[src/design/cache_pkg.sv]
package cache_pkg;

    typedef logic [15:0] word_t;
    typedef logic [4:0]  tag_t;
    typedef logic [7:0]  index_t;
    typedef logic [1:0]  word_sel_t;
    typedef logic [15:0] addr_t;

    localparam int LINE_WORDS = 4;  // Words per cache line

    typedef struct packed {
        addr_t addr;
        word_t wdata;
        logic  rd;
        logic  wr;
    } proc_req_t;

    typedef struct packed {
        index_t    index;
        word_sel_t word_sel;
        tag_t      tag;
        word_t     wdata;
        logic      we;         // Data word write
        logic      set_tag;    // Fill write, also sets valid
        logic      dirty_val;  // Dirty bit written with we or set_tag
    } line_access_t;

    typedef struct packed {
        tag_t  tag;
        logic  valid;
        logic  dirty;
        word_t rdata;
    } line_status_t;

    // Byte address split: tag 15:11, index 10:3, word 2:1
    function automatic tag_t addr_tag(input addr_t addr);
        return addr[15:11];
    endfunction

    function automatic index_t addr_index(input addr_t addr);
        return addr[10:3];
    endfunction

    function automatic word_sel_t addr_word(input addr_t addr);
        return addr[2:1];
    endfunction

    function automatic word_t mem_init_word(input logic [14:0] waddr);
        return ~{1'b0, waddr};  // Inverted word address
    endfunction

endpackage

[src/design/cache_ctrl.sv]
`timescale 1ns/1ns
module cache_ctrl
    import cache_pkg::*;
#(
    parameter int BANK_LATENCY = 2
) (
    input  logic         clk,
    input  logic         rst_n,
    input  proc_req_t    req,
    output line_access_t line_acc,
    input  line_status_t line_stat,
    output logic [14:0]  mem_addr,
    output word_t        mem_wdata,
    output logic         mem_rd,
    output logic         mem_wr,
    input  word_t        mem_rdata,
    input  logic         mem_stall,
    output word_t        rdata,
    output logic         done,
    output logic         cache_hit,
    output logic         stall
);

    typedef enum logic [2:0] {
        S_IDLE,        // Compare tags, read hits finish here
        S_WR_DONE,     // Write complete
        S_WB,          // Dirty victim to memory
        S_FILL_ISSUE,  // One read per bank
        S_FILL_DRAIN,  // Wait for the last return
        S_FINISH       // Retry the access on the new line
    } state_t;

    // Word number riding alongside an outstanding fill read
    typedef struct packed {
        logic      vld;
        word_sel_t sel;
    } fill_tag_t;

    localparam word_sel_t LAST_WORD = word_sel_t'(LINE_WORDS - 1);

    state_t    state;
    state_t    nxt_state;
    word_sel_t wcnt;
    logic      wcnt_inc;
    logic      fill_accept;
    fill_tag_t [BANK_LATENCY-1:0] ret_pipe;
    fill_tag_t ret_out;

    tag_t      req_tag;
    index_t    req_index;
    word_sel_t req_word;
    logic      access;
    logic      hit;

    assign req_tag   = addr_tag(req.addr);
    assign req_index = addr_index(req.addr);
    assign req_word  = addr_word(req.addr);
    assign access    = req.rd | req.wr;
    assign hit       = line_stat.valid && (line_stat.tag == req_tag);
    assign rdata     = line_stat.rdata;  // Word from the addressed line
    assign ret_out   = ret_pipe[BANK_LATENCY-1];

    always_comb begin
        line_acc           = '0;
        line_acc.index     = req_index;
        line_acc.word_sel  = req_word;
        line_acc.tag       = req_tag;
        line_acc.wdata     = req.wdata;
        line_acc.dirty_val = 1'b1;

        mem_addr    = {req_tag, req_index, wcnt};
        mem_wdata   = line_stat.rdata;
        mem_rd      = 1'b0;
        mem_wr      = 1'b0;
        done        = 1'b0;
        cache_hit   = 1'b0;
        stall       = 1'b0;
        wcnt_inc    = 1'b0;
        fill_accept = 1'b0;
        nxt_state   = state;

        // Returning fill word goes straight into the store
        if (ret_out.vld) begin
            line_acc.word_sel  = ret_out.sel;
            line_acc.wdata     = mem_rdata;
            line_acc.set_tag   = 1'b1;
            line_acc.dirty_val = 1'b0;
        end

        case (state)
            S_IDLE: begin
                if (access) begin
                    if (hit && req.rd) begin
                        done      = 1'b1;
                        cache_hit = 1'b1;
                    end else if (hit) begin
                        line_acc.we = 1'b1;  // Write hit marks line dirty
                        nxt_state   = S_WR_DONE;
                    end else begin
                        stall     = 1'b1;
                        nxt_state = (line_stat.valid && line_stat.dirty) ? S_WB : S_FILL_ISSUE;
                    end
                end
            end

            S_WR_DONE: begin
                done      = 1'b1;
                nxt_state = S_IDLE;
            end

            S_WB: begin
                stall             = 1'b1;
                line_acc.word_sel = wcnt;
                mem_addr          = {line_stat.tag, req_index, wcnt};  // Victim address
                mem_wr            = 1'b1;
                if (!mem_stall) begin
                    wcnt_inc = 1'b1;
                    if (wcnt == LAST_WORD) begin
                        nxt_state = S_FILL_ISSUE;
                    end
                end
            end

            S_FILL_ISSUE: begin
                stall  = 1'b1;
                mem_rd = 1'b1;
                if (!mem_stall) begin
                    fill_accept = 1'b1;
                    wcnt_inc    = 1'b1;
                    if (wcnt == LAST_WORD) begin
                        nxt_state = S_FILL_DRAIN;
                    end
                end
            end

            S_FILL_DRAIN: begin
                stall = 1'b1;
                if (ret_out.vld && ret_out.sel == LAST_WORD) begin
                    nxt_state = S_FINISH;
                end
            end

            S_FINISH: begin
                if (req.rd) begin
                    done      = 1'b1;  // Read data now from the filled line
                    nxt_state = S_IDLE;
                end else begin
                    stall       = 1'b1;
                    line_acc.we = 1'b1;
                    nxt_state   = S_WR_DONE;
                end
            end

            default: begin
                nxt_state = S_IDLE;
            end
        endcase
    end

    always_ff @(posedge clk) begin
        if (!rst_n) begin
            state <= S_IDLE;
            wcnt  <= '0;
        end else begin
            state <= nxt_state;
            if (wcnt_inc) begin
                wcnt <= wcnt + 1'b1;  // Wraps to zero after the last word
            end
        end
    end

    // Tags each accepted fill read until its data comes back
    always_ff @(posedge clk) begin
        if (!rst_n) begin
            ret_pipe <= '0;
        end else begin
            ret_pipe[0].vld <= fill_accept;
            ret_pipe[0].sel <= wcnt;
            for (int i = 1; i < BANK_LATENCY; i++) begin
                ret_pipe[i] <= ret_pipe[i-1];
            end
        end
    end

endmodule

[config.mk]
export PLATFORM = sky130hd
export DESIGN_NAME = cache_ctrl
export DESIGN_NICKNAME = d
export VERILOG_FILES = /design/src/design/cache_pkg.sv /design/src/design/cache_ctrl.sv
export SDC_FILE = /design/constraint.sdc
export NUM_CORES = 1
export LEC_CHECK = 0
export ABC_AREA = 1
export ABC_CLOCK_PERIOD_IN_PS = 1400
export BUFFER_PORTS_ARGS = -buffer_cell sky130_fd_sc_hd__clkbuf_2
export CAP_MARGIN = 20
export CORE_UTILIZATION = 30
export CTS_CLUSTER_DIAMETER = 40
export CTS_CLUSTER_SIZE = 28
export DETAILED_ROUTE_END_ITERATION = 10
export PLACE_DENSITY = 0.82
export RECOVER_POWER = 50
export SYNTH_ARGS = -nofsm -noshare
export SYNTH_HDL_FRONTEND = slang
export SYNTH_SLANG_ARGS = --single-unit
[constraint.sdc]
create_clock -name clk -period 1.4 [get_ports clk]
set_input_delay 0.28 -clock clk [delete_from_list [all_inputs] [get_ports clk]]
set_output_delay 0.28 -clock clk [all_outputs]
set_load 0.01 [all_outputs]
==> impl_metrics.ini, run 1 <==
[routing]
drt-pass1-iter-count = 4
m1WireLength_um = 1510
detailroute.wirelength.met2_um = 2282
met3RoutedLength_um = 258
drtIter0Drc = 24
route.vias.total = 1563
detail-route-antenna-nets = 0
highest_layer = met4
post-route-drc-count = 0
wl_per_cell_um = 11.61
drt-total-wl_um = 4158
viasPerCell = 4.366

[synth]
synth_top_area_cell = sky130_fd_sc_hd__buf_4
syn_inst = 247
yosysTopAreaCellShare = 0.2948
netlist_top_cells_area = sky130_fd_sc_hd__buf_4, sky130_fd_sc_hd__nand2_1, sky130_fd_sc_hd__dfxtp_1, sky130_fd_sc_hd__inv_1, sky130_fd_sc_hd__nor2_1
yosys_warnings = 0
netlist_area_before_placement_sq_um = 1375
syn-num-nets = 325
synth_sequential_area_ratio = 0.1601
yosys_register_bits = 11
synthDistinctLibCells = 19
postSynthAreaPerCell_sq_um = 5.567

[run]
maxCapViolCount = 0

[die]
dieArea_sq_um = 4858
die_w_um = 69.70
floorplan.initialDensity = 0.3136
rows = 24
io_pins = 162
core_region_area_sq_um = 4384
dieHeight_um = 69.70

[clocking]
clockBufferDepth = 2
clkLatencyLatePin_ps = 240
clk_root_buffer_cell = sky130_fd_sc_hd__clkbuf_8
h-tree-depth = 1
cts_hold_buffers = 0
tritoncts = yes
tritoncts.num_buffers = 3
numClockSinks = 11
worst_setup_hold_path_clk_slew_ps = 50

[pwr]
vdd_drop_max_mv = 0.9846
total_leakage_power_nw = 1.193
seq_power_share = 0.208
net-switching-power_mw = 0.8594
p_per_area_nw_per_um2 = 1104
netSwitchingFraction = 0.4153
share_comb_of_total_power = 0.636
clock_power_share = 0.156
power.internal_mw = 1.210

[timing]
timing.setup.tns_ps = -1788
worst_slew_margin_rel = 0.8394
finalCriticalPeriod_ps = 1583
timing_worst_slew_pin_value_ps = 240.1
worst_hold_slack_ps = 221.0
clock_skew_ps = 4.160
timing.final.hold_violations = 0
finalCritPeriodShare = 1.131
rsz0062_at_grt = yes
setup_violations = 13
setup_ws_ps = -182.9
slew_viol_final = 0
timing.fmax_ghz = 0.6317

[placement]
port-buffer-count = 88
placed_cells = 346
gp_congestion = 0.8148
post-dp-hpwl_um = 3283

[grt]
grt_first_pass_wirelength_um = 6065
largest_net_degree_at_the_start_of_global_routing = 18
globalRoute.totalOverflow = 0
grt_util_all_layers = 0.1578
initial_antenna_violation_count = 0
first_global_vias = 1417

[hold_path]
min_from = mem_stall
holdCritPathClass = in -> reg

[layout]
drive_above_1_share = 0.4706
finish.cell_count_without_fillers = 358
area.growth.synth_to_final_pct = 36.31
fin_nets = 385
antenna_cells_inserted = 0

[critical_path]
cp_num_buf_inv = 2
crit_path_start_kind = register
critical_path.top_delay_family = flip-flops
worst_path_max_delay_cell = sky130_fd_sc_hd__dfxtp_4
setup.worst_path.start = state[2]
critical_path.max_fanout = 4
worstPathCellList = inv_2, ha_1, nor3_2, o21ai_1, clkbuf_2
max_stage_delay_ps = 370
crit_type = reg -> out
worst-endpoint-arrival_ps = 1300
regToRegStartpoint = state[1]
cp_data_required_time_ps = 1120
worst_setup_path_end_kind = output port

[status]
violations = setup timing
outcome = finished, violations left
==> cells in the mapped netlist (all sizes together) <==
library cell,n
nor3,5
a31oi,1
buf,57
inv,31
dfxtp,11
nor2,16
clkbuf,1
xor2,1
ha,2
o21ai,9
nand3,3
clkinv,1
o41ai,1
nand2,100
a21oi,8
==> power groups by stage <==
stage,registers [mW],logic [mW],clock network (mW)
global route,0.437,1.44,0.347
finish,0.431,1.32,0.322
CTS,0.416,1.20,0.331
detailed placement,0.406,1.00,0
global placement,0.402,0.978,0
floorplan,0.417,0.694,0
==> cells by family after synthesis <==
group | synth area share
adder cells (fa/ha/maj) | 0.01820
buffers and inverters | 0.3949
AND/OR/NAND/NOR | 0.3476
flip-flops | 0.1601
XOR/XNOR | 0.006371
AO/OA/AOI/OAI | 0.07280
==> final timing paths <==
check,slack [ps],cells after the start,to
min,220,2,ret_pipe[2]
min reg2reg,410,2,ret_out[0]
max reg2reg,40,11,state[0]
max,-180,5,stall
==> area by class of cell <==
cell class                      instances  area [sq um]
Fill cell                             470          2510
Timing Repair Buffer                  113         704.4
Multi-Input combinational cell        146         696.9
Sequential cell                        11         235.2
Inverter                               32         127.6
Tap cell                               52         65.06
Clock buffer                            4         45.04
==> worst register-to-register path, cell delays in order, from the launching register on <==
cell and delay [ps]:
sky130_fd_sc_hd__dfxtp_4 360, sky130_fd_sc_hd__inv_4 70, sky130_fd_sc_hd__buf_6 90, sky130_fd_sc_hd__buf_6 90, sky130_fd_sc_hd__nor2_4 40, sky130_fd_sc_hd__nand2_2 70
sky130_fd_sc_hd__nand2_1 50, sky130_fd_sc_hd__nor2_1 90, sky130_fd_sc_hd__nand2_1 90, sky130_fd_sc_hd__nor2_2 150, sky130_fd_sc_hd__nand2_1 80, sky130_fd_sc_hd__a21oi_2 130
==> state kept, by name, indices dropped and copies added, names as in the netlist <==
signal    cells
wcnt          2
state         3
ret_pipe      3
ret_out       3
==> per-layer routing <==
layer  up-vias  GRT usage
met4         0    0.08667
li1        806          -
met2        80     0.3172
met3        11    0.02907
met1       666     0.1463
met5         -          0
==> timing repair <==
item	in CTS	in global routing
gates resized for setup	33	37
setup buffers	6	4
setup endpoints to repair	29	32
pin swaps	3	15
gates cloned	1	1
==> metrics by stage <==
stage          cell area [sq um]    util  setup slack, ps  power, mW
6_report                    1874  0.4275           -182.9      2.070
5_1_grt                     1874  0.4275           -260.8      2.227
4_1_cts                     1762  0.4018           -213.1      1.949
3_5_place_dp                1590  0.3627           -150.7      1.408
3_3_place_gp                1590  0.3627           -120.5      1.380
2_1_floorplan               1380       -            18.49      1.112
==> cells in the final DEF (no fill, tap or decap), types with 2 or more instances in the layout <==
cell / netlist / final
sky130_fd_sc_hd__nand2_1: 100 / 91
sky130_fd_sc_hd__clkbuf_2: 0 / 78
sky130_fd_sc_hd__inv_1: 30 / 27
sky130_fd_sc_hd__buf_4: 54 / 15
sky130_fd_sc_hd__nor2_1: 15 / 13
sky130_fd_sc_hd__nand2_2: 0 / 9
sky130_fd_sc_hd__buf_6: 0 / 9
sky130_fd_sc_hd__buf_2: 2 / 8
sky130_fd_sc_hd__a21oi_1: 8 / 7
sky130_fd_sc_hd__o21ai_1: 0 / 7
sky130_fd_sc_hd__dfxtp_1: 11 / 7
sky130_fd_sc_hd__dfxtp_4: 0 / 4
sky130_fd_sc_hd__inv_2: 1 / 3
sky130_fd_sc_hd__nand3_1: 3 / 3
sky130_fd_sc_hd__clkbuf_8: 0 / 3
sky130_fd_sc_hd__nor2_4: 0 / 2
sky130_fd_sc_hd__nor3_4: 0 / 2
sky130_fd_sc_hd__nor3_2: 0 / 2
sky130_fd_sc_hd__ha_1: 2 / 2
Note: power is estimated with default switching activity, not from simulation.
==> run 2, diff against run 1 <==
--- a/config.mk
+++ b/config.mk
@@ -9,11 +9,13 @@
 export ABC_CLOCK_PERIOD_IN_PS = 1400
 export BUFFER_PORTS_ARGS = -buffer_cell sky130_fd_sc_hd__clkbuf_2
 export CAP_MARGIN = 20
-export CORE_UTILIZATION = 30
+export CELL_PAD_IN_SITES_DETAIL_PLACEMENT = 1
+export CELL_PAD_IN_SITES_GLOBAL_PLACEMENT = 2
+export CORE_UTILIZATION = 12
 export CTS_CLUSTER_DIAMETER = 40
 export CTS_CLUSTER_SIZE = 28
 export DETAILED_ROUTE_END_ITERATION = 10
-export PLACE_DENSITY = 0.82
+export PLACE_DENSITY = 0.81
 export RECOVER_POWER = 50
 export SYNTH_ARGS = -nofsm -noshare
 export SYNTH_HDL_FRONTEND = slang
==> run 2 against run 1 <==
Critical path depth rose by 1; clock skew fell by 2.3 ps; clock power rose by 61%; combinational power rose by 7%; the run still ends with setup timing left; utilization fell by 24 points; highest routed layer unchanged; flip-flop and latch count did not move; sequential share of layout area fell by 1.2 points; power rose by 15%.
==> impl_metrics.ini, run 2 (synthesized netlist as in run 1, its figures left out) <==
[placement]
post-place-ws_ps = -266.1
post-dp-hpwl_um = 3808
placed_cells = 434
port-buffer-count = 88
post_dp_cell_area_sq_um = 1700
gp_congestion = 0.7479

[layout]
fill_cells = 1386
fin_nets = 386
postLayoutCoreUtil = 0.1888
drive_above_1_share = 0.5081
finish.cell_count_without_fillers = 447
area.growth.synth_to_final_pct = 50.77
commonest_cells_after_routing_fill_and_taps_aside = sky130_fd_sc_hd__nand2_1, sky130_fd_sc_hd__clkbuf_2, sky130_fd_sc_hd__inv_1
antenna_cells_inserted = 0
most_common_library_cell_in_the_layout_ignoring_fill_and_taps = sky130_fd_sc_hd__nand2_1
layout.cell_area.non_filler_sq_um = 2073

[routing]
route.vias.total = 1593
detail-route-antenna-nets = 0
wl_per_cell_um = 10.06
post-route-drc-count = 0
drtIter0Drc = 31
drt-pass1-iter-count = 5
drt-total-wl_um = 4495
viasPerCell = 3.564

[die]
core_region_area_sq_um = 10980
die_w_um = 109.0
dieHeight_um = 109.0
io_pins = 162
rows = 38
floorplan.initialDensity = 0.1252
dieArea_sq_um = 11890

[status]
violations = setup timing
outcome = finished, violations left

[timing]
worst_slew_margin_rel = 0.8015
slew_viol_final = 0
rsz0062_at_grt = yes
clock_skew_ps = 1.890
setup_violations = 12
finalCritPeriodShare = 1.156
setup_ws_ps = -218.7
timing.fmax_ghz = 0.6178
timing_worst_slew_pin_value_ps = 297.7
finalCriticalPeriod_ps = 1619
timing.final.hold_violations = 0

[hold_path]
min_from = mem_stall
holdPathEnd = ret_pipe[2]
worst_hold_path.num_cells = 2
holdCritPathClass = in -> reg

[clocking]
clkLatencyLatePin_ps = 240
numClockSinks = 11
tritoncts = yes
h-tree-depth = 1
cts_hold_buffers = 0
tritoncts.num_buffers = 3
worst_setup_hold_path_clk_slew_ps = 40
clockBufferDepth = 2
clk_root_buffer_cell = sky130_fd_sc_hd__clkbuf_16

[critical_path]
regToRegStartpoint = state[1]
cp_data_required_time_ps = 1120
regToRegSetupSlack_ps = 80
worst-endpoint-arrival_ps = 1340
worst_setup_path_end_kind = output port
worst_r2r_endpoint = state[0]
crit_type = reg -> out
critical_path.max_fanout = 8
ff2ff_path_depth = 9
crit_path_start_kind = register

[grt]
globalRoute.totalOverflow = 0
largest_net_degree_at_the_start_of_global_routing = 14
grt_first_pass_wirelength_um = 6775
initial_antenna_violation_count = 0
grt_util_all_layers = 0.07122
first_global_vias = 1541

[pwr]
p_per_area_nw_per_um2 = 1144
total_leakage_power_nw = 1.225
vdd_drop_max_mv = 0.6442

[run]
maxCapViolCount = 0
## run 2: per-stage QoR
step,power [mW],hold slack (ps),TNS (ps)
2_1_floorplan,1.112,359.3,0
3_3_place_gp,1.456,395.2,-1602
3_5_place_dp,1.483,404.0,-1510
4_1_cts,2.229,227.8,-2346
5_1_grt,2.553,246.3,-3041
6_report,2.372,236.2,-2148
## run 2: layout make-up
| class | instances | area (sq um) | area share |
|---|---|---|---|
| Tap cell | 140 | 175.2 | 0.08449 |
| Multi-Input combinational cell | 146 | 735.7 | 0.3549 |
| Timing Repair Buffer | 114 | 715.7 | 0.3452 |
| Inverter | 32 | 132.6 | 0.06397 |
| Sequential cell | 11 | 235.2 | 0.1135 |
| Clock buffer | 4 | 78.83 | 0.03802 |
## run 2: what timing repair did
action	in CTS	in global routing
hold endpoints to repair	0	0
pin swaps	6	3
cloned	0	1
endpoints found under the setup margin	31	28
buffers inserted	7	2
resized for setup	41	44
## run 2: worst max-delay path by stage
| stage | to | start | cells after the start |
|---|---|---|---|
| 4_1_cts | mem_addr[10] | state[1] | 7 |
| 3_3_place_gp | line_acc[2] | req[30] | 8 |
| 5_1_grt | mem_addr[10] | state[0] | 6 |
| 3_5_place_dp | line_acc[2] | line_stat[19] | 8 |
| 6_report | mem_addr[13] | state[0] | 6 |
| 2_1_floorplan | line_acc[10] | ret_out[2] | 5 |
## run 2: worst max-delay path, stage by stage (launching register included)
cell,delay [ps]
sky130_fd_sc_hd__dfxtp_4,370
sky130_fd_sc_hd__nor3_4,220
sky130_fd_sc_hd__buf_6,140
sky130_fd_sc_hd__buf_8,120
sky130_fd_sc_hd__nand2_2,40
sky130_fd_sc_hd__o21ai_1,60
sky130_fd_sc_hd__buf_2,140
## run 2: report_power, final
part           internal, mW  switching (mW)  leakage, nW
logic                 0.682           0.726         1.09
clock network         0.382           0.137       0.0382
registers             0.378          0.0665       0.0924
total                  1.44           0.930         1.22
## run 2: per-layer routing
layer / global-route usage / wire (um)
met1: 0.08458 / 1918
met2: 0.1271 / 2297
met3: 0.01016 / 204
met4: 0.02896 / 75
met5: 0 / 0
==> run 3, diff against run 2 <==
--- a/config.mk
+++ b/config.mk
@@ -11,6 +11,7 @@
 export CAP_MARGIN = 20
 export CELL_PAD_IN_SITES_DETAIL_PLACEMENT = 1
 export CELL_PAD_IN_SITES_GLOBAL_PLACEMENT = 2
+export CORE_ASPECT_RATIO = 0.75
 export CORE_UTILIZATION = 12
 export CTS_CLUSTER_DIAMETER = 40
 export CTS_CLUSTER_SIZE = 28
==> run 3 against run 2 <==
The run ends with DRC, setup timing left; sequential share of layout area increased by 0.17 points; clock skew about the same; wire length increased by 7.0%; worst setup slack improved by 28 ps; first-iteration DRC count increased by 19%; cell count increased by 0.22%; power decreased by 3.0%; hold slack about the same; flip-flop and latch count unchanged; register-to-register slack got worse by 110 ps; non-clock buffer count increased by 1; combinational power decreased by 4%; largest power group unchanged.
==> impl_metrics.ini, run 3 (synthesized netlist as in run 1, its figures left out) <==
[layout]
postLayoutCoreUtil = 0.1853
antenna_cells_inserted = 0
fin_nets = 387
area.growth.synth_to_final_pct = 48.59
most_common_library_cell_in_the_layout_ignoring_fill_and_taps = sky130_fd_sc_hd__nand2_1
drive_above_1_share = 0.4838
commonest_cells_after_routing_fill_and_taps_aside = sky130_fd_sc_hd__nand2_1, sky130_fd_sc_hd__clkbuf_2, sky130_fd_sc_hd__inv_1

[timing]
timing.fmax_ghz = 0.6288
finalCriticalPeriod_ps = 1590
finalCritPeriodShare = 1.136
worst_hold_slack_ps = 236.6
timing_worst_slew_pin_value_ps = 236.3
worst_slew_margin_rel = 0.8419
setup_violations = 15
setup_ws_ps = -190.3
timing.setup.tns_ps = -2030
clock_skew_ps = 1.777
timing.final.hold_violations = 0
rsz0062_at_grt = yes
slew_viol_final = 0

[placement]
port-buffer-count = 88
gp_congestion = 0.7447
post-place-ws_ps = -197.4
post-dp-hpwl_um = 3806

[die]
io_pins = 162
dieHeight_um = 94.71
die_w_um = 125.6
floorplan.initialDensity = 0.1247
core_region_area_sq_um = 11020
rows = 33
dieArea_sq_um = 11900

[pwr]
netSwitchingFraction = 0.3982
clock_power_share = 0.225
total_leakage_power_nw = 1.222
share_comb_of_total_power = 0.588
p_per_area_nw_per_um2 = 1126
net-switching-power_mw = 0.9160
power.internal_mw = 1.384
seq_power_share = 0.187
vdd_drop_max_mv = 0.5015

[grt]
largest_net_degree_at_the_start_of_global_routing = 18
grt_util_all_layers = 0.07228
globalRoute.totalOverflow = 0
grt_first_pass_wirelength_um = 6934
first_global_vias = 1511
initial_antenna_violation_count = 0

[routing]
wl_per_cell_um = 10.73
route.vias.total = 1557
drt-pass1-iter-count = 9
post-route-drc-count = 3
drtIter0Drc = 37
viasPerCell = 3.475
drt-total-wl_um = 4809
detail-route-antenna-nets = 0

[status]
outcome = finished, violations left
violations = DRC, setup timing

[critical_path]
crit_type = reg -> out
max_stage_delay_ps = 360
crit_path_start_kind = register
critical_path.max_fanout = 6
worst_setup_path_end_kind = output port
cp_data_required_time_ps = 1120
worstPathCellList = nor3_4, buf_6, buf_8, nand2_1, o21ai_1, buf_2
worst_path_max_delay_cell = sky130_fd_sc_hd__dfxtp_4
worst-endpoint-arrival_ps = 1310

[clocking]
tritoncts = yes
numClockSinks = 11
clkLatencyLatePin_ps = 240
cts_hold_buffers = 0
worst_setup_hold_path_clk_slew_ps = 40
h-tree-depth = 1
clockBufferDepth = 2
tritoncts.num_buffers = 3
clk_root_buffer_cell = sky130_fd_sc_hd__clkbuf_16

[run]
maxCapViolCount = 0

[hold_path]
holdCritPathClass = in -> reg
[run 3: through the flow]
step	instances	area, sq um	power (mW)
2_1_floorplan	247	1380	1.112
3_3_place_gp	437	1723	1.499
3_5_place_dp	437	1723	1.520
4_1_cts	446	1923	2.231
5_1_grt	448	2043	2.483
6_report	448	2043	2.300
[run 3: final cells by class]
class | count | area (sq um)
tap | 140 | 175.2
clock buffer | 4 | 78.83
inverter | 32 | 130.1
multi-input combinational | 146 | 708.2
timing repair buffer | 115 | 715.7
sequential | 11 | 235.2
fill | 1393 | 8981
[run 3: timing repair]
item | CTS | global route
endpoints found under the setup margin | 28 | 32
gates cloned | 2 | 1
pin swaps | 4 | 2
endpoints found under the hold margin | 0 | 0
buffers inserted | 3 | 1
gates resized for setup | 37 | 36
[run 3: worst paths after layout]
kind	slack (ps)	to	start	cells after the start
max	-190	mem_addr[14]	state[0]	6
min	240	ret_pipe[2]	mem_stall	2
max reg2reg	-30	state[1]	state[1]	10
min reg2reg	410	ret_out[1]	ret_pipe[1]	2
[run 3: layer usage]
| metal | GRT usage | vias up | share of wire |
|---|---|---|---|
| li1 | - | 812 | - |
| met1 | 0.08716 | 707 | 0.43 |
| met2 | 0.1315 | 31 | 0.53 |
| met3 | 0.01133 | 7 | 0.021 |
| met4 | 0.02439 | 0 | 0.0096 |
| met5 | 0 | - | 0 |
[run 3: power groups by stage]
stage / Clock (mW) / Sequential (mW) / Combinational (mW)
finish: 0.518 / 0.430 / 1.35
CTS: 0.535 / 0.422 / 1.27
global route: 0.547 / 0.439 / 1.50
global placement: 0 / 0.404 / 1.09
detailed placement: 0 / 0.408 / 1.11
floorplan: 0 / 0.417 / 0.694
[run 3: critical path: cells and delay by family (launching register included)]
family,cells,cell delay (ps)
AOI/OAI and AO/OA,1,60
DFF,1,360
and+or+nand+nor,2,260
buffers and inverters,3,400
